### src/verilog/fe_pkg.sv
// Radio front-end shared definitions

package fe_pkg;

   // Converter widths
   localparam int ADC_W = 14;
   localparam int LMS_W = 12;   // LMS multiplexed buses
   localparam int DAC_W = 16;

   // SPI peripherals, bit order:
   // clk, dac, adc, tx_db, tx_dac, tx_adc, rx_db, rx_dac, rx_adc
   localparam int SPI_DEV_N = 9;

   // Peripherals that drive a data-out line (no adc, tx_dac, rx_dac)
   localparam logic [SPI_DEV_N-1:0] SPI_MISO_MASK = 9'b1_0110_1011;

   // Board LEDs, top bit is the Ethernet LED
   localparam int LED_N = 6;
   localparam logic [LED_N-1:0] LED_INV_MASK = 6'b011111;  // Active-low ones

   // APB slave
   localparam int APB_AW = 8;
   localparam int APB_DW = 32;

   typedef logic [ADC_W-1:0]     adc_sample_t;
   typedef logic [DAC_W-1:0]     dac_sample_t;
   typedef logic [SPI_DEV_N-1:0] spi_sen_t;    // Active-low selects
   typedef logic [LED_N-1:0]     led_t;        // 1 = LED on

   typedef enum logic {
      FE_MODE_PARALLEL = 1'b0,
      FE_MODE_IQ_MUX   = 1'b1
   } fe_mode_e;

   // Register byte addresses
   typedef enum logic [APB_AW-1:0] {
      REG_CTRL    = 8'h00,
      REG_SPI_SEN = 8'h04,
      REG_LEDS    = 8'h08,
      REG_ADC_A   = 8'h0C,   // Read only
      REG_ADC_B   = 8'h10    // Read only
   } fe_reg_e;

endpackage
### src/verilog/fe_cfg_if.sv
`timescale 1ns/1ps
// Front-end configuration and ADC readback

interface fe_cfg_if;
   import fe_pkg::*;

   fe_mode_e    mode;        // From the register block
   spi_sen_t    spi_sen;
   adc_sample_t adc_a;       // From ADC capture
   adc_sample_t adc_b;
   logic        adc_valid;   // One-cycle strobe per new pair

   modport regs (
      output mode,
      output spi_sen,
      input  adc_a,
      input  adc_b,
      input  adc_valid
   );

   modport adc (
      input  mode,
      output adc_a,
      output adc_b,
      output adc_valid
   );

   modport dac (input mode);

   modport spi (input spi_sen);

endinterface

### src/verilog/fe_top.sv
`timescale 1ns/1ps
// Radio front-end pin adapter

module fe_top (
   input  logic                         dsp_clk,
   input  logic                         rst_i,
   // APB slave
   input  logic [fe_pkg::APB_AW-1:0]    paddr_i,
   input  logic                         psel_i,
   input  logic                         penable_i,
   input  logic                         pwrite_i,
   input  logic [fe_pkg::APB_DW-1:0]    pwdata_i,
   output logic [fe_pkg::APB_DW-1:0]    prdata_o,
   output logic                         pready_o,
   output logic                         pslverr_o,
   output fe_pkg::led_t                 leds_o,
   // ADC side
   input  fe_pkg::adc_sample_t          adc_a_pins_i,
   input  fe_pkg::adc_sample_t          adc_b_pins_i,
   input  logic [fe_pkg::LMS_W-1:0]     lms_adc_i,
   output logic                         rx_iq_sel_o,
   output fe_pkg::adc_sample_t          adc_a_o,
   output fe_pkg::adc_sample_t          adc_b_o,
   output logic                         adc_valid_o,
   // DAC side
   input  fe_pkg::dac_sample_t          dac_a_i,
   input  fe_pkg::dac_sample_t          dac_b_i,
   output fe_pkg::dac_sample_t          dac_a_o,
   output fe_pkg::dac_sample_t          dac_b_o,
   output logic [fe_pkg::LMS_W-1:0]     lms_dac_o,
   output logic                         tx_iq_sel_o,
   // SPI
   input  logic                         sclk_i,
   input  logic                         mosi_i,
   input  logic [fe_pkg::SPI_DEV_N-1:0] spi_miso_i,
   output fe_pkg::spi_sen_t             spi_sen_o,
   output fe_pkg::spi_sen_t             spi_sclk_o,
   output fe_pkg::spi_sen_t             spi_mosi_o,
   output logic                         miso_o
);

   logic mode_wr;   // CTRL write strobe

   fe_cfg_if cfg_if ();

   fe_regs u_regs (
      .dsp_clk   (dsp_clk),
      .rst_i     (rst_i),
      .paddr_i   (paddr_i),
      .psel_i    (psel_i),
      .penable_i (penable_i),
      .pwrite_i  (pwrite_i),
      .pwdata_i  (pwdata_i),
      .prdata_o  (prdata_o),
      .pready_o  (pready_o),
      .pslverr_o (pslverr_o),
      .leds_o    (leds_o),
      .mode_wr_o (mode_wr),
      .cfg       (cfg_if.regs)
   );

   adc_capture u_adc (
      .dsp_clk      (dsp_clk),
      .rst_i        (rst_i),
      .mode_wr_i    (mode_wr),
      .adc_a_pins_i (adc_a_pins_i),
      .adc_b_pins_i (adc_b_pins_i),
      .lms_adc_i    (lms_adc_i),
      .rx_iq_sel_o  (rx_iq_sel_o),
      .cfg          (cfg_if.adc)
   );

   dac_format u_dac (
      .dsp_clk     (dsp_clk),
      .rst_i       (rst_i),
      .mode_wr_i   (mode_wr),
      .dac_a_i     (dac_a_i),
      .dac_b_i     (dac_b_i),
      .dac_a_o     (dac_a_o),
      .dac_b_o     (dac_b_o),
      .lms_dac_o   (lms_dac_o),
      .tx_iq_sel_o (tx_iq_sel_o),
      .cfg         (cfg_if.dac)
   );

   spi_router u_spi (
      .sclk_i     (sclk_i),
      .mosi_i     (mosi_i),
      .spi_miso_i (spi_miso_i),
      .spi_sen_o  (spi_sen_o),
      .spi_sclk_o (spi_sclk_o),
      .spi_mosi_o (spi_mosi_o),
      .miso_o     (miso_o),
      .cfg        (cfg_if.spi)
   );

   // Captured samples on to the DSP core
   assign adc_a_o     = cfg_if.adc_a;
   assign adc_b_o     = cfg_if.adc_b;
   assign adc_valid_o = cfg_if.adc_valid;

endmodule

### src/verilog/spi_router.sv
`timescale 1ns/1ps
// SPI peripheral fan-out

module spi_router (
   input  logic                         sclk_i,
   input  logic                         mosi_i,
   input  logic [fe_pkg::SPI_DEV_N-1:0] spi_miso_i,
   output fe_pkg::spi_sen_t             spi_sen_o,
   output fe_pkg::spi_sen_t             spi_sclk_o,
   output fe_pkg::spi_sen_t             spi_mosi_o,
   output logic                         miso_o,
   fe_cfg_if.spi                        cfg
);
   import fe_pkg::*;

   spi_sen_t active;   // 1 where the select is asserted

   assign active    = ~cfg.spi_sen;
   assign spi_sen_o = cfg.spi_sen;

   // Idle peripherals see clock and data held low
   assign spi_sclk_o = active & {SPI_DEV_N{sclk_i}};
   assign spi_mosi_o = active & {SPI_DEV_N{mosi_i}};

   // Only peripherals with a data-out pin take part
   assign miso_o = |(active & SPI_MISO_MASK & spi_miso_i);

endmodule

### src/verilog/dac_format.sv
`timescale 1ns/1ps
// DAC channel mapping

module dac_format (
   input  logic                     dsp_clk,
   input  logic                     rst_i,
   input  logic                     mode_wr_i,
   input  fe_pkg::dac_sample_t      dac_a_i,
   input  fe_pkg::dac_sample_t      dac_b_i,
   output fe_pkg::dac_sample_t      dac_a_o,
   output fe_pkg::dac_sample_t      dac_b_o,
   output logic [fe_pkg::LMS_W-1:0] lms_dac_o,
   output logic                     tx_iq_sel_o,
   fe_cfg_if.dac                    cfg
);
   import fe_pkg::*;

   logic phase_q;   // 0 sends I (A), 1 sends Q (B)

   always_ff @(posedge dsp_clk)
   begin
      if (rst_i || mode_wr_i)
         phase_q <= 1'b0;
      else if (cfg.mode == FE_MODE_IQ_MUX)
         phase_q <= ~phase_q;
      else
         phase_q <= 1'b0;
   end

   always_ff @(posedge dsp_clk)
   begin
      if (rst_i)
      begin
         dac_a_o     <= '0;
         dac_b_o     <= '0;
         lms_dac_o   <= '0;
         tx_iq_sel_o <= 1'b0;
      end
      else if (cfg.mode == FE_MODE_PARALLEL)
      begin
         // Channels swapped on the board and new A inverted
         dac_a_o     <= ~dac_b_i;
         dac_b_o     <= dac_a_i;
         lms_dac_o   <= '0;
         tx_iq_sel_o <= 1'b0;
      end
      else
      begin
         dac_a_o     <= '0;
         dac_b_o     <= '0;
         lms_dac_o   <= phase_q ? dac_b_i[LMS_W-1:0] : dac_a_i[LMS_W-1:0];
         tx_iq_sel_o <= phase_q;
      end
   end

endmodule

### src/verilog/adc_capture.sv
`timescale 1ns/1ps
// ADC capture and IQ de-interleave

module adc_capture (
   input  logic                     dsp_clk,
   input  logic                     rst_i,
   input  logic                     mode_wr_i,
   input  fe_pkg::adc_sample_t      adc_a_pins_i,
   input  fe_pkg::adc_sample_t      adc_b_pins_i,
   input  logic [fe_pkg::LMS_W-1:0] lms_adc_i,
   output logic                     rx_iq_sel_o,
   fe_cfg_if.adc                    cfg
);
   import fe_pkg::*;

   logic        phase_q;     // 0 = I half, 1 = Q half
   adc_sample_t lms_ext;
   adc_sample_t i_hold_q;
   adc_sample_t adc_a_q;
   adc_sample_t adc_b_q;
   logic        valid_q;

   assign lms_ext = {{(ADC_W - LMS_W){1'b0}}, lms_adc_i};

   always_ff @(posedge dsp_clk)
   begin
      if (rst_i || mode_wr_i)
         phase_q <= 1'b0;
      else if (cfg.mode == FE_MODE_IQ_MUX)
         phase_q <= ~phase_q;
      else
         phase_q <= 1'b0;
   end

   // I sample waits here for its Q partner
   always_ff @(posedge dsp_clk)
   begin
      if (cfg.mode == FE_MODE_IQ_MUX && !phase_q)
         i_hold_q <= lms_ext;
   end

   always_ff @(posedge dsp_clk)
   begin
      if (rst_i)
      begin
         adc_a_q     <= '0;
         adc_b_q     <= '0;
         valid_q     <= 1'b0;
         rx_iq_sel_o <= 1'b0;
      end
      else if (cfg.mode == FE_MODE_PARALLEL)
      begin
         adc_a_q     <= ~adc_a_pins_i;   // A is inverted on the board
         adc_b_q     <= adc_b_pins_i;
         valid_q     <= 1'b1;
         rx_iq_sel_o <= 1'b0;
      end
      else
      begin
         rx_iq_sel_o <= phase_q;
         valid_q     <= phase_q;         // Pair complete on the Q edge
         if (phase_q)
         begin
            adc_a_q <= i_hold_q;
            adc_b_q <= lms_ext;
         end
      end
   end

   assign cfg.adc_a     = adc_a_q;
   assign cfg.adc_b     = adc_b_q;
   assign cfg.adc_valid = valid_q;

endmodule

### src/verilog/fe_regs.sv
`timescale 1ns/1ps
// APB register block and LED driver

module fe_regs (
   input  logic                      dsp_clk,
   input  logic                      rst_i,
   input  logic [fe_pkg::APB_AW-1:0] paddr_i,
   input  logic                      psel_i,
   input  logic                      penable_i,
   input  logic                      pwrite_i,
   input  logic [fe_pkg::APB_DW-1:0] pwdata_i,
   output logic [fe_pkg::APB_DW-1:0] prdata_o,
   output logic                      pready_o,
   output logic                      pslverr_o,
   output fe_pkg::led_t              leds_o,
   output logic                      mode_wr_o,
   fe_cfg_if.regs                    cfg
);
   import fe_pkg::*;

   fe_mode_e    mode_q;
   spi_sen_t    sen_q;
   led_t        led_q;
   adc_sample_t rb_a_q;
   adc_sample_t rb_b_q;

   logic access;
   logic addr_ok;
   logic addr_ro;
   logic wr_en;

   assign access = psel_i & penable_i;   // Access phase
   assign pready_o = 1'b1;                // No wait states

   // Address decode and read mux
   always_comb
   begin
      addr_ok  = 1'b1;
      addr_ro  = 1'b0;
      prdata_o = '0;
      case (paddr_i)
         REG_CTRL:    prdata_o[0] = mode_q;
         REG_SPI_SEN: prdata_o[SPI_DEV_N-1:0] = sen_q;
         REG_LEDS:    prdata_o[LED_N-1:0] = led_q;
         REG_ADC_A:
         begin
            addr_ro = 1'b1;
            prdata_o[ADC_W-1:0] = rb_a_q;
         end
         REG_ADC_B:
         begin
            addr_ro = 1'b1;
            prdata_o[ADC_W-1:0] = rb_b_q;
         end
         default: addr_ok = 1'b0;
      endcase
   end

   assign wr_en     = access & pwrite_i & addr_ok & ~addr_ro;
   assign pslverr_o = access & (~addr_ok | (pwrite_i & addr_ro));
   assign mode_wr_o = wr_en & (paddr_i == REG_CTRL);   // Restarts IQ phase

   always_ff @(posedge dsp_clk)
   begin
      if (rst_i)
      begin
         mode_q <= FE_MODE_PARALLEL;
         sen_q  <= '1;            // Nothing selected
         led_q  <= '0;
      end
      else if (wr_en)
      begin
         case (paddr_i)
            REG_CTRL:    mode_q <= fe_mode_e'(pwdata_i[0]);
            REG_SPI_SEN: sen_q  <= pwdata_i[SPI_DEV_N-1:0];
            REG_LEDS:    led_q  <= pwdata_i[LED_N-1:0];
            default:     ;
         endcase
      end
   end

   // Last captured pair
   always_ff @(posedge dsp_clk)
   begin
      if (cfg.adc_valid)
      begin
         rb_a_q <= cfg.adc_a;
         rb_b_q <= cfg.adc_b;
      end
   end

   assign cfg.mode    = mode_q;
   assign cfg.spi_sen = sen_q;

   // Board LEDs are mostly active low
   assign leds_o = led_q ^ LED_INV_MASK;

endmodule

### config.mk
export PLATFORM = sky130hd
export DESIGN_NAME = fe_top
export DESIGN_NICKNAME = d
export VERILOG_FILES = /design/src/verilog/fe_pkg.sv /design/src/verilog/fe_cfg_if.sv /design/src/verilog/fe_top.sv /design/src/verilog/spi_router.sv /design/src/verilog/dac_format.sv /design/src/verilog/adc_capture.sv /design/src/verilog/fe_regs.sv
export SDC_FILE = /design/constraint.sdc
export NUM_CORES = 1
export LEC_CHECK = 0
export BUFFER_PORTS_ARGS = -buffer_cell sky130_fd_sc_hd__buf_2
export CORE_MARGIN = 2
export CORE_UTILIZATION = 29
export CTS_BUF_LIST = sky130_fd_sc_hd__clkbuf_16
export CTS_CLUSTER_SIZE = 10
export DETAILED_ROUTE_END_ITERATION = 12
export SYNTH_ARGS = -nofsm -noshare
export SYNTH_HDL_FRONTEND = slang
export SYNTH_SLANG_ARGS = --single-unit
export TNS_END_PERCENT = 1
### constraint.sdc
create_clock -name dsp_clk -period 1.9 [get_ports dsp_clk]
set_input_delay 0.285 -clock dsp_clk [delete_from_list [all_inputs] [get_ports dsp_clk]]
set_output_delay 0.285 -clock dsp_clk [all_outputs]
set_load 0.1 [all_outputs]
### Word-level counts from Yosys, hierarchy flattened

Index checks and enable logic that the tools add are counted.

* register bits: 133
* output and inout port bits: 143
* logic and storage cells: 66

* mux-type cells: 12
* eq/ne operators: 5
* bitwise logic cells: 20
* reduce and logical (&&, ||, !) cells: 13

Operator list (number)
* $mux W14: 4
* $and A9 B9 Y9: 3
* $pmux W5 S4: 1
* $eq A8 B4 Y1 const B: 2
* $not A16 Y16: 1
* $not A14 Y14: 1
* $mux W12: 1
* $pmux W5 S2: 1
* $not A9 Y9: 1
* $pmux W3 S3: 1
* $reduce_or A9 Y1: 1
* $eq A8 B3 Y1 const B: 1
* $eq A8 B5 Y1 const B: 1
* $logic_not A8 Y1: 1
* $reduce_or A2 Y1: 4
* $and A1 B1 Y1: 7
* $reduce_and A2 Y1: 3
* $not A1 Y1: 5
* $not A5 Y5: 1
* $pmux W1 S5: 1
* $reduce_or A5 Y1: 1
* $mux W1: 3
* $ne A2 B1 Y1 const B: 1
* $logic_and A1 B1 Y1: 1
* other kinds (3): 3

### Depth between registers and ports, before layout

Gate-level depths: netlist (run 1).

* word-level depth: 8
* mapped depth: 5
* gate-level depth less buffers: 3

### Hierarchy

From an unflattened synthesis (run 1), not the netlist that was laid out.

* cells, all modules: 481
* area total of the unflattened synthesis: 5532.8 um^2

Modules (own cells, without submodules)
* fe_regs: times used 1, cells an instance 186, area an instance 2175.8 um^2, sequential area each 1161.1 um^2
* adc_capture: times used 1, cells an instance 144, area an instance 1711.6 um^2, sequential area each 980.9 um^2
* dac_format: times used 1, cells an instance 114, area an instance 1410.1 um^2, sequential area each 920.9 um^2
* spi_router: times used 1, cells an instance 37, area an instance 235.2 um^2, sequential area each 0.0 um^2

### Worst setup path after synthesis (run 1)

OpenSTA, ideal clock, no wires.

* kind: register -> output
* start: reg u_regs.sen_q[0] (netlist: u_regs.cfg.spi_sen[0])
* end: out prdata_o[0] in the netlist's numbering
* stages on the path, launching flop included: 4
* path buffers: 0
* path slack: -1.169 ns
* data required time: 1.615 ns
* arrival: 2.784 ns
* path through: dfxtp_1 > mux2i_1 > a2bb2oi_1 > o211ai_1

* longest elaborated chain between the ends: 1

Ends and longest elaborated chain
* start: declaration: RTL line fe_regs.sv:22 `spi_sen_t sen_q;`
* start signal: assignment: RTL line fe_regs.sv:75 `REG_SPI_SEN: sen_q <= pwdata_i[SPI_DEV_N-1:0];`
* $pmux W1 S5: RTL line fe_regs.sv:41 `case (paddr_i)`
* end: declaration: RTL line fe_top.sv:13 `output logic [fe_pkg::APB_DW-1:0] prdata_o,`

Every way passes these cells.

### Final worst setup path (run 1)

* start: in paddr_i[5] in the netlist's numbering
* end: out prdata_o[0] in the netlist's numbering

* longest elaborated chain between the ends: 2

Ends and longest elaborated chain
* start: declaration: RTL line fe_top.sv:8 `input logic [fe_pkg::APB_AW-1:0] paddr_i,`
* $eq A8 B5 Y1 (tied with other cells): RTL line fe_regs.sv:41
* $pmux W1 S5 *: RTL line fe_regs.sv:41

Every way passes the cells marked *; elsewhere a longest branch is shown, timed or not.

==> impl_metrics.env, run 1 <==
export IMPL_status="complete, but fails checks"
export IMPL_violations="negative setup slack"
export IMPL_initial_utilization=0.2943
export IMPL_crit_start="paddr_i[5]"
export IMPL_antenna_found_initial=1
export IMPL_synth_seq_area_share=0.5833
export IMPL_synth_cells=485
export IMPL_yosysMostFrequentCell="dfxtp_1"
export IMPL_min_path_type="input pin to flip-flop"
export IMPL_wl_per_cell_um=14.79
export IMPL_dpl_cell_area_um2=6999
export IMPL_routed_via_count=4248
export IMPL_synth_top_area_share=0.3545
export IMPL_die_area_um2=19200
export IMPL_whs_ps=23.47
export IMPL_power_leakage_nw=3.332
export IMPL_setup_viol=13
export IMPL_core_area_um2=17840
export IMPL_path_class="input pin to output pin"
export IMPL_grt_setup_unrepaired="true"
export IMPL_use_met3=0.05801
export IMPL_drv_slew=0
export IMPL_drive_gt1_frac=0.4355
export IMPL_p_sw_mw=2.158
export IMPL_fin_tns_setup_ps=-1625
export IMPL_met2_usage=0.2439
export IMPL_routed_via_density=4.361
export IMPL_grt_max_degree=53
export IMPL_crit_required_ps=1620
export IMPL_drt_iter0_drc=103
export IMPL_hpwlAfterDp_um=10900
export IMPL_busiest_layer="met2"
export IMPL_place_inst=941
export IMPL_r2r_start="u_regs.cfg.mode$_SDFFE_PP0P_"
export IMPL_p_per_area_nw_per_um2=946.0
export IMPL_yosys_warnings=0
export IMPL_rr_worst_depth=3
export IMPL_synth_common_cells="dfxtp_1 (93), nor2_1 (91), mux2i_1 (44)"
export IMPL_tritoncts="built"
export IMPL_finClkSkew_ps=5.001
export IMPL_cts_hold_buf=0
export IMPL_ctsHtreeMaxLevel=4
export IMPL_fin_area_um2=7629
export IMPL_die_w_um=138.6
export IMPL_pin_count=271
export IMPL_final_hold_viol_count=0
export IMPL_period_needed_ps=2185
export IMPL_nFillCells=1731
export IMPL_power_internal_mw=5.059
export IMPL_nets=859
export IMPL_synth_edf_count=40
export IMPL_drc=0
export IMPL_crit_fanout=3
export IMPL_ant_nets=0
export IMPL_critPathArrivalTime_ps=1900
export IMPL_cp_start_kind="input pin"
export IMPL_crit_end="prdata_o[0]"
export IMPL_end_kind="output pin"
export IMPL_irDropWorstVdd_mv=0.6201
export IMPL_relSlewSlack=0.3328
export IMPL_portBuffers=225
export IMPL_numCtsBuffers=17
export IMPL_clkPwrFrac=0.415
export IMPL_clkSinkCount=133
export IMPL_fin_crit_sh=1.150
export IMPL_fin_ws_ps=-284.5
export IMPL_rows=49
export IMPL_grt_pass1_wl_um=22630
export IMPL_grt_util_met1=0.1836
export IMPL_synth_seq_cells=133
export IMPL_power_mw=7.217
export IMPL_ys_flop_type="dfxtp_1"
export IMPL_cap_viol_max_count=0
export IMPL_clock_latency_ps=410
export IMPL_switching_share=0.2990
export IMPL_overflow=0
export IMPL_synth_area_um2=5251
export IMPL_reg2reg_to="u_adc.i_hold_q[1]$_DFFE_PP_"
export IMPL_post_synth_top_area_cell="dfxtp_1"
export IMPL_area_growth_pct=45.27
export IMPL_gp_congestion=0.8100
export IMPL_clock_path_buffers=2
export IMPL_synth_cell_types=39
export IMPL_hp_start="dac_b_i[12]"
export IMPL_wirelength_um=14400
export IMPL_fp_dieH_um=138.6
export IMPL_firstDrtPassIters=4
export IMPL_syn_area_per_cell_um2=10.83
export IMPL_grt_pass1_vias=4104
export IMPL_worstMarginPinSlew_ps=997.2
export IMPL_ys_async_sr_fraction=0
export IMPL_grt_usage=0.1512
export IMPL_cts_root_buf="clkbuf_16"
export IMPL_r2r_slack_ps=470
export IMPL_max_freq_mhz=457.8
export IMPL_seq_power_share=0.429
export IMPL_p_comb_frac=0.157
export IMPL_cts_reportedPaths_clkPinSlew_ps=50
export IMPL_instances_no_fill=974
export IMPL_synth_area_leaders="dfxtp_1 (35%), edfxtp_1 (23%), mux2i_1 (8.4%)"
==> metal layers <==
layer,vias up,wire length [µm],part of all wire
met2,140,6812,0.47
met5,-,0,0
li1,2128,-,-
met4,0,306,0.021
met1,1954,6203,0.43
met3,26,1081,0.075
==> per-stage QoR <==
stage               setup WS [ps]    util
CTS                        -296.2  0.4257
floorplan                  -772.5       -
finish                     -284.5  0.4276
detailed placement         -309.7  0.3923
global placement           -301.5  0.3923
global route               -317.8  0.4274
==> final cells by class <==
cell class	instances	area, µm²	share of cell area
sequential	133	3070	0.4025
clock buffer	17	425.4	0.05577
inverter	13	48.80	0.006397
timing repair buffer	260	1642	0.2152
tap	229	286.5	0.03756
clock inverter	15	118.9	0.01558
multi-input combinational	306	2034	0.2667
antenna	1	2.502	0.0003280
==> critical path, cell delays in order <==
cell and delay (ps):
buf_6 90, or4_4 550, or4_1 520, o211ai_1 210, buf_12 230
==> what timing repair did <==
item,4_1_cts,5_1_grt
setup endpoints to repair,15,16
pin swaps,2,1
buffers inserted,0,0
resized for setup,8,7
==> cells by family after synthesis <==
kind of cell / count (synthesis) / synth area share
and+or+nand+nor: 180 / 0.1739
DFF: 133 / 0.5833
buffers and inverters: 63 / 0.06147
muxes: 57 / 0.1117
AOI/OAI and AO/OA: 50 / 0.06814
other: 2 / 0.001430
==> flip-flops by register name, indices dropped and copies added (netlist names), 6 cells and up <==
name                cells
u_dac.dac_a_o          16
u_dac.dac_b_o          16
u_adc.cfg.adc_a        14
u_adc.cfg.adc_b        14
u_regs.rb_a_q          14
u_regs.rb_b_q          14
u_adc.i_hold_q         12
u_dac.lms_dac_o        12
u_regs.cfg.spi_sen      9
u_regs.led_q            6
==> placed cells by master (no fill, tap or decap), drive strengths merged, types with 9 or more instances in the layout <==
| cell type | n |
|---|---|
| nor2b | 21 |
| inv | 17 |
| conb | 19 |
| a211oi | 13 |
| buf | 260 |
| mux2 | 13 |
| nand2b | 19 |
| clkbuf | 17 |
| a21oi | 15 |
| edfxtp | 40 |
| nor2 | 91 |
| mux2i | 44 |
| nand3 | 9 |
| dfxtp | 93 |
| and2 | 17 |
==> power groups by stage <==
stage | logic (mW) | clock network, mW | registers [mW]
after global routing | 1.18 | 3.21 | 3.11
after detailed placement | 1.12 | 0 | 3.15
after floorplan | 0.375 | 0 | 3.65
final | 1.13 | 2.99 | 3.09
after global placement | 1.12 | 0 | 3.15
after CTS | 1.13 | 3.08 | 3.09
==> how the worst min path moves through the flow <==
stage,slack (ps),cells after the start,end
floorplan,360,1,u_dac.dac_a_o[0]$_SDFF_PP0_
global placement,440,0,u_regs.rb_a_q[4]$_DFFE_PP_
detailed placement,440,0,u_regs.rb_a_q[4]$_DFFE_PP_
CTS,1,2,u_dac.dac_a_o[12]$_SDFF_PP0_
global route,6,2,u_dac.dac_a_o[14]$_SDFF_PP0_
finish,20,2,u_dac.dac_a_o[12]$_SDFF_PP0_
(Power assumes the default switching activity.)
==> run 2: changes to the inputs <==
Settings changed: PLACE_DENSITY set to 0.63, SETUP_SLACK_MARGIN set to 0.02.
==> run 2 against run 1 <==
Compared with the run above:
- the flow still finishes with violations (negative setup slack)
- combinational power about the same
- first-iteration DRC count increased by 32%
- worst setup slack worse by 36 ps
- die area did not move
- global-route usage is 0.13 points higher
- critical path type unchanged
- critical endpoint unchanged
- highest routed layer unchanged
==> impl_metrics.env, run 2 (synthesized netlist as in run 1, its figures left out) <==
export IMPL_fin_crit_sh=1.169
export IMPL_crit_required_ps=1620
export IMPL_reg2reg_to="u_adc.i_hold_q[1]$_DFFE_PP_"
export IMPL_mostFrequentLayoutCell="buf_2"
export IMPL_portBuffers=225
export IMPL_clock_latency_ps=410
export IMPL_grt_max_degree=60
export IMPL_nets=856
export IMPL_ctsHtreeMaxLevel=4
export IMPL_wirelength_um=14640
export IMPL_area_growth_pct=44.37
export IMPL_grt_util_met1=0.1885
export IMPL_place_inst=938
export IMPL_min_path_type="input pin to flip-flop"
export IMPL_cap_viol_max_count=0
export IMPL_use_met3=0.05698
export IMPL_p_per_area_nw_per_um2=964.0
export IMPL_drv_slew=0
export IMPL_r2r_start="u_regs.cfg.mode$_SDFFE_PP0P_"
export IMPL_grt_setup_unrepaired="true"
export IMPL_whs_path_depth=2
export IMPL_rows=49
export IMPL_power_internal_mw=5.006
export IMPL_instances_no_fill=970
export IMPL_clock_path_buffers=2
export IMPL_cts_reportedPaths_clkPinSlew_ps=60
export IMPL_violations="negative setup slack"
export IMPL_hpwlAfterDp_um=11130
export IMPL_r2r_slack_ps=420
export IMPL_end_kind="output pin"
export IMPL_wl_per_cell_um=15.09
export IMPL_path_class="input pin to output pin"
export IMPL_p_sw_mw=2.302
export IMPL_rr_worst_depth=3
export IMPL_finClkSkew_ps=8.469
export IMPL_cts_hold_buf=0
export IMPL_setup_viol=14
export IMPL_die_area_um2=19200
export IMPL_tritoncts="built"
export IMPL_initial_utilization=0.2943
export IMPL_seq_power_share=0.423
export IMPL_power_leakage_nw=3.328
export IMPL_overflow=0
export IMPL_whs_ps=30.65
export IMPL_final_cell_mix="buf_2 (208), nor2_1 (91), dfxtp_1 (89)"
export IMPL_max_freq_mhz=450.4
export IMPL_drive_gt1_frac=0.4318
export IMPL_relSlewSlack=0.3665
export IMPL_pin_count=271
export IMPL_clkPwrFrac=0.423
export IMPL_drc=0
export IMPL_cts_setup_buffers=0
export IMPL_final_hold_viol_count=0
export IMPL_antennaDiodeCount=0
export IMPL_drt_iter0_drc=136
export IMPL_clkSinkCount=133
export IMPL_hp_start="dac_b_i[13]"
export IMPL_period_needed_ps=2220
export IMPL_status="complete, but fails checks"
export IMPL_ant_nets=0
export IMPL_grt_usage=0.1525
export IMPL_reg_largest_list="u_dac.dac_a_o x16, u_dac.dac_b_o x16"
export IMPL_worstMarginPinSlew_ps=946.8
export IMPL_switching_share=0.3150
export IMPL_busiest_layer="met2"
export IMPL_met2_usage=0.2493
export IMPL_crit_fanout=4
export IMPL_grt_pass1_wl_um=23000
export IMPL_cp_start_kind="input pin"
export IMPL_routed_via_count=4271
export IMPL_numCtsBuffers=17
export IMPL_dpl_cell_area_um2=6989
export IMPL_cts_root_buf="clkbuf_16"
export IMPL_fin_ws_ps=-320.2
export IMPL_die_w_um=138.6
export IMPL_antenna_found_initial=0
export IMPL_hold_end="u_dac.dac_a_o[13]$_SDFF_PP0_"
export IMPL_fin_area_um2=7581
export IMPL_p_comb_frac=0.154
export IMPL_critPathArrivalTime_ps=1940
export IMPL_firstDrtPassIters=4
export IMPL_gp_congestion=0.8245
export IMPL_routed_via_density=4.403
export IMPL_core_area_um2=17840
export IMPL_irDropWorstVdd_mv=0.5840
export IMPL_fp_dieH_um=138.6
export IMPL_grt_pass1_vias=4215
[run 2: layer usage]
metal	share of wire	up-vias	routed length, µm
met3	0.070	15	1020
met4	0.015	0	214
met2	0.48	144	7068
met1	0.43	1997	6337
li1	-	2115	-
met5	0	-	0
[run 2: worst max-delay path by stage]
stage,start,to,slack [ps]
6_report,paddr_i[7],prdata_o[0],-320
5_1_grt,paddr_i[7],prdata_o[0],-320
4_1_cts,paddr_i[7],prdata_o[0],-320
3_5_place_dp,paddr_i[5],prdata_o[0],-340
3_3_place_gp,paddr_i[5],prdata_o[0],-330
2_1_floorplan,paddr_i[7],prdata_o[5],-770
[run 2: cell type report]
cell class,instances,area (µm²)
repair buffers,257,1625
clock buffers,17,425.4
well taps,229,286.5
inverters,13,48.80
flip-flops and latches,133,3070
multi-input cells,306,1987
clock inverters,15,137.6
fillers,1745,10260
[run 2: what timing repair did]
item | CTS | global route
setup endpoints to repair | 14 | 15
pin swaps | 2 | 1
gates resized for setup | 3 | 4
cloned | 0 | 0
[run 2: critical path: stages]
cell	delay (ps)
buf_6	90
or4_4	560
or4_4	530
o211ai_1	230
buf_12	240
[run 2: power by group through the flow]
stage	Clock [mW]	Sequential (mW)	Combinational, mW
global route	3.30	3.11	1.18
finish	3.09	3.09	1.12
global placement	0	3.15	1.12
floorplan	0	3.65	0.375
CTS	3.17	3.10	1.13
detailed placement	0	3.16	1.13
[run 2: through the flow]
step	TNS, ps	setup slack, ps	util	power (mW)
floorplan	-18350	-772.5	-	4.027
global placement	-2905	-333.6	0.3918	4.276
detailed placement	-3312	-340.1	0.3918	4.283
CTS	-2692	-324.0	0.4242	7.395
global route	-3411	-324.0	0.4249	7.584
finish	-2566	-320.2	0.4249	7.308
==> run 3: changes to the inputs <==
Settings changed: ABC_AREA set to 1.
==> run 3 against run 2 <==
Compared with the run above:
- the run now ends clean
- design area increased by 2.9%
- global-route usage rose by 0.54 points
- combinational power hardly changed
- first-iteration DRC count is 21% higher
- utilization rose by 0.94 points
- non-clock buffer count down 12
- critical path depth grew 3
- synthesized cell count up 23%
- sequential share of layout area is 1.1 points lower
- power up 0.99%
- sequential cell count is the same
==> impl_metrics.env, run 3 <==
export IMPL_yosysMostFrequentCell="nand2_1"
export IMPL_final_hold_viol_count=0
export IMPL_grt_pass1_vias=4356
export IMPL_ys_flop_type="dfxtp_1"
export IMPL_setup_viol=0
export IMPL_cp_start_kind="input pin"
export IMPL_synth_seq_cells=133
export IMPL_fin_area_um2=7801
export IMPL_antenna_found_initial=1
export IMPL_grt_setup_unrepaired="true"
export IMPL_die_w_um=139.3
export IMPL_synth_area_um2=5311
export IMPL_wl_met2_um=7509
export IMPL_overflow=0
export IMPL_synth_cells=598
export IMPL_nets=960
export IMPL_power_leakage_nw=3.812
export IMPL_wl_per_cell_um=14.48
export IMPL_routed_via_count=4616
export IMPL_dpl_cell_area_um2=7209
export IMPL_ys_async_sr_fraction=0
export IMPL_clock_path_buffers=2
export IMPL_drc=0
export IMPL_antennaDiodeCount=0
export IMPL_grt_usage=0.1580
export IMPL_finClkSkew_ps=8.582
export IMPL_ant_nets=0
export IMPL_drive_gt1_frac=0.3882
export IMPL_grt_max_degree=39
export IMPL_yosys_warnings=0
export IMPL_fin_ws_ps=82.65
export IMPL_cts_setup_buffers=0
export IMPL_rows=49
export IMPL_max_freq_mhz=550.3
export IMPL_clock_latency_ps=410
export IMPL_firstDrtPassIters=4
export IMPL_crit_fanout=7
export IMPL_synth_top_family_by_area="simple AND/OR/NAND/NOR gates"
export IMPL_synthSimpleGateAreaFrac=0.2410
export IMPL_cts_root_buf="clkbuf_16"
export IMPL_synthAdderAreaFrac=0
export IMPL_nFillCells=1781
export IMPL_clkSinkCount=133
export IMPL_initial_utilization=0.2957
export IMPL_synth_xor_area_share=0
export IMPL_post_synth_top_area_cell="dfxtp_1"
export IMPL_synth_common_cells="nand2_1 (119), dfxtp_1 (93), inv_1 (75)"
export IMPL_min_path_type="input pin to flip-flop"
export IMPL_syn_area_per_cell_um2=8.882
export IMPL_cts_reportedPaths_clkPinSlew_ps=60
export IMPL_critPathArrivalTime_ps=1530
export IMPL_drv_slew=0
export IMPL_grt_pass1_wl_um=23640
export IMPL_synth_top_area_share=0.3505
export IMPL_portBuffers=225
export IMPL_ctsHtreeMaxLevel=4
export IMPL_hpwlAfterDp_um=11760
export IMPL_area_growth_pct=46.88
export IMPL_tritoncts="built"
export IMPL_fin_tns_setup_ps=0
export IMPL_synth_compound_area_frac=0.07138
export IMPL_reg_largest_list="u_dac.dac_a_o x16, u_dac.dac_b_o x16"
export IMPL_wl_met3_um=917
export IMPL_irDropWorstVdd_mv=0.6328
export IMPL_numCtsBuffers=17
export IMPL_cap_viol_max_count=0
export IMPL_fin_crit_sh=0.9565
export IMPL_die_area_um2=19410
export IMPL_path_class="input pin to output pin"
export IMPL_dp_slack_ps=62.17
export IMPL_m1WireLength_um=6620
export IMPL_status="completed"
export IMPL_p_per_area_nw_per_um2=946.1
export IMPL_final_cell_mix="buf_2 (197), nand2_1 (119), dfxtp_1 (86)"
export IMPL_gp_congestion=0.8499
export IMPL_end_kind="output pin"
export IMPL_crit_required_ps=1620
export IMPL_synthMuxAreaShare=0
export IMPL_mostFrequentLayoutCell="buf_2"
export IMPL_fp_dieH_um=139.3
export IMPL_top_layer_used="met4"
export IMPL_synth_seq_area_share=0.5767
export IMPL_worstMarginPinSlew_ps=523.6
export IMPL_routed_via_density=4.298
export IMPL_synth_cell_types=31
export IMPL_synth_edf_count=40
export IMPL_synth_area_leaders="dfxtp_1 (35%), edfxtp_1 (23%), nand2_1 (8.4%)"
export IMPL_cts_hold_buf=0
export IMPL_final_util=0.4343
export IMPL_wirelength_um=15550
export IMPL_period_needed_ps=1817
export IMPL_drt_iter0_drc=164
export IMPL_pin_count=271
export IMPL_relSlewSlack=0.6533
export IMPL_core_area_um2=17960
==> run 3: cell types whose count changed after synthesis, sizes merged, moves of 13 or more <==
cell    delta
nand3     +46
mux2i     -44
mux2      -13
o21ai     +16
nor2b     -21
nand4     +13
inv       +66
and2      -17
nand2    +118
nand2b    -19
==> run 3: final timing paths <==
check                                                   from                               end  slack, ps  cells after the start
worst min-delay path                             dac_b_i[15]      u_dac.dac_a_o[15]$_SDFF_PP0_         20                      2
worst max register to register  u_regs.cfg.mode$_SDFFE_PP0P_  u_adc.cfg.adc_a[13]$_SDFFE_PP0N_        590                      5
worst min register to register      u_dac.phase_q$_SDFF_PP0_          u_dac.phase_q$_SDFF_PP0_        410                      1
worst max-delay path                              paddr_i[7]                       prdata_o[1]         80                      8
==> run 3: cell families (layout without fill, tap and decap cells) <==
group                  count (synthesis)  after routing
and+or+nand+nor                      274            274
DFF                                  133            133
buffers and inverters                128            358
AOI/OAI and AO/OA                     61             61
other                                  2             19
==> run 3: power breakdown <==
group	total [mW]	internal, mW	switching, mW
clock network	3.21	1.99	1.21
registers	3.08	3.04	0.0461
logic	1.09	0.192	0.897
total	7.38	5.22	2.16
==> run 3: metrics by stage <==
step,instances,power (mW),hold slack [ps]
3_3_place_gp,1042,4.231,404.9
3_5_place_dp,1042,4.238,402.9
2_1_floorplan,615,4.007,357.4
6_report,1074,7.380,20.43
4_1_cts,1074,7.469,3.638
5_1_grt,1074,7.657,8.677
==> run 3: area by class of cell <==
class	instances	area, µm²	share of cell area
inverters	81	304.0	0.03897
repair buffers	245	1709	0.2191
clock inverters	14	132.6	0.01700
clock buffers	18	450.4	0.05774
flip-flops and latches	133	3072	0.3937
well taps	229	286.5	0.03673
multi-input cells	354	1847	0.2367
==> run 3: worst max-delay path: stages <==
cell       delay, ps
buf_2            120
nor2_4           170
nand2_1          110
nor2_4           250
buf_4            180
nand2_1           80
o2111ai_4        120
buf_12           200
==> run 3: routing by layer <==
metal  GRT usage  vias to the layer above
met5           0                        -
met4     0.07283                        0
met3     0.04233                       31
met2      0.2583                      166
met1      0.1949                     2056
li1            -                     2363
==> run 3: what timing repair did <==
item                       4_1_cts  5_1_grt
resized for setup                0        2
hold endpoints to repair         0        0
setup endpoints to repair        0       12
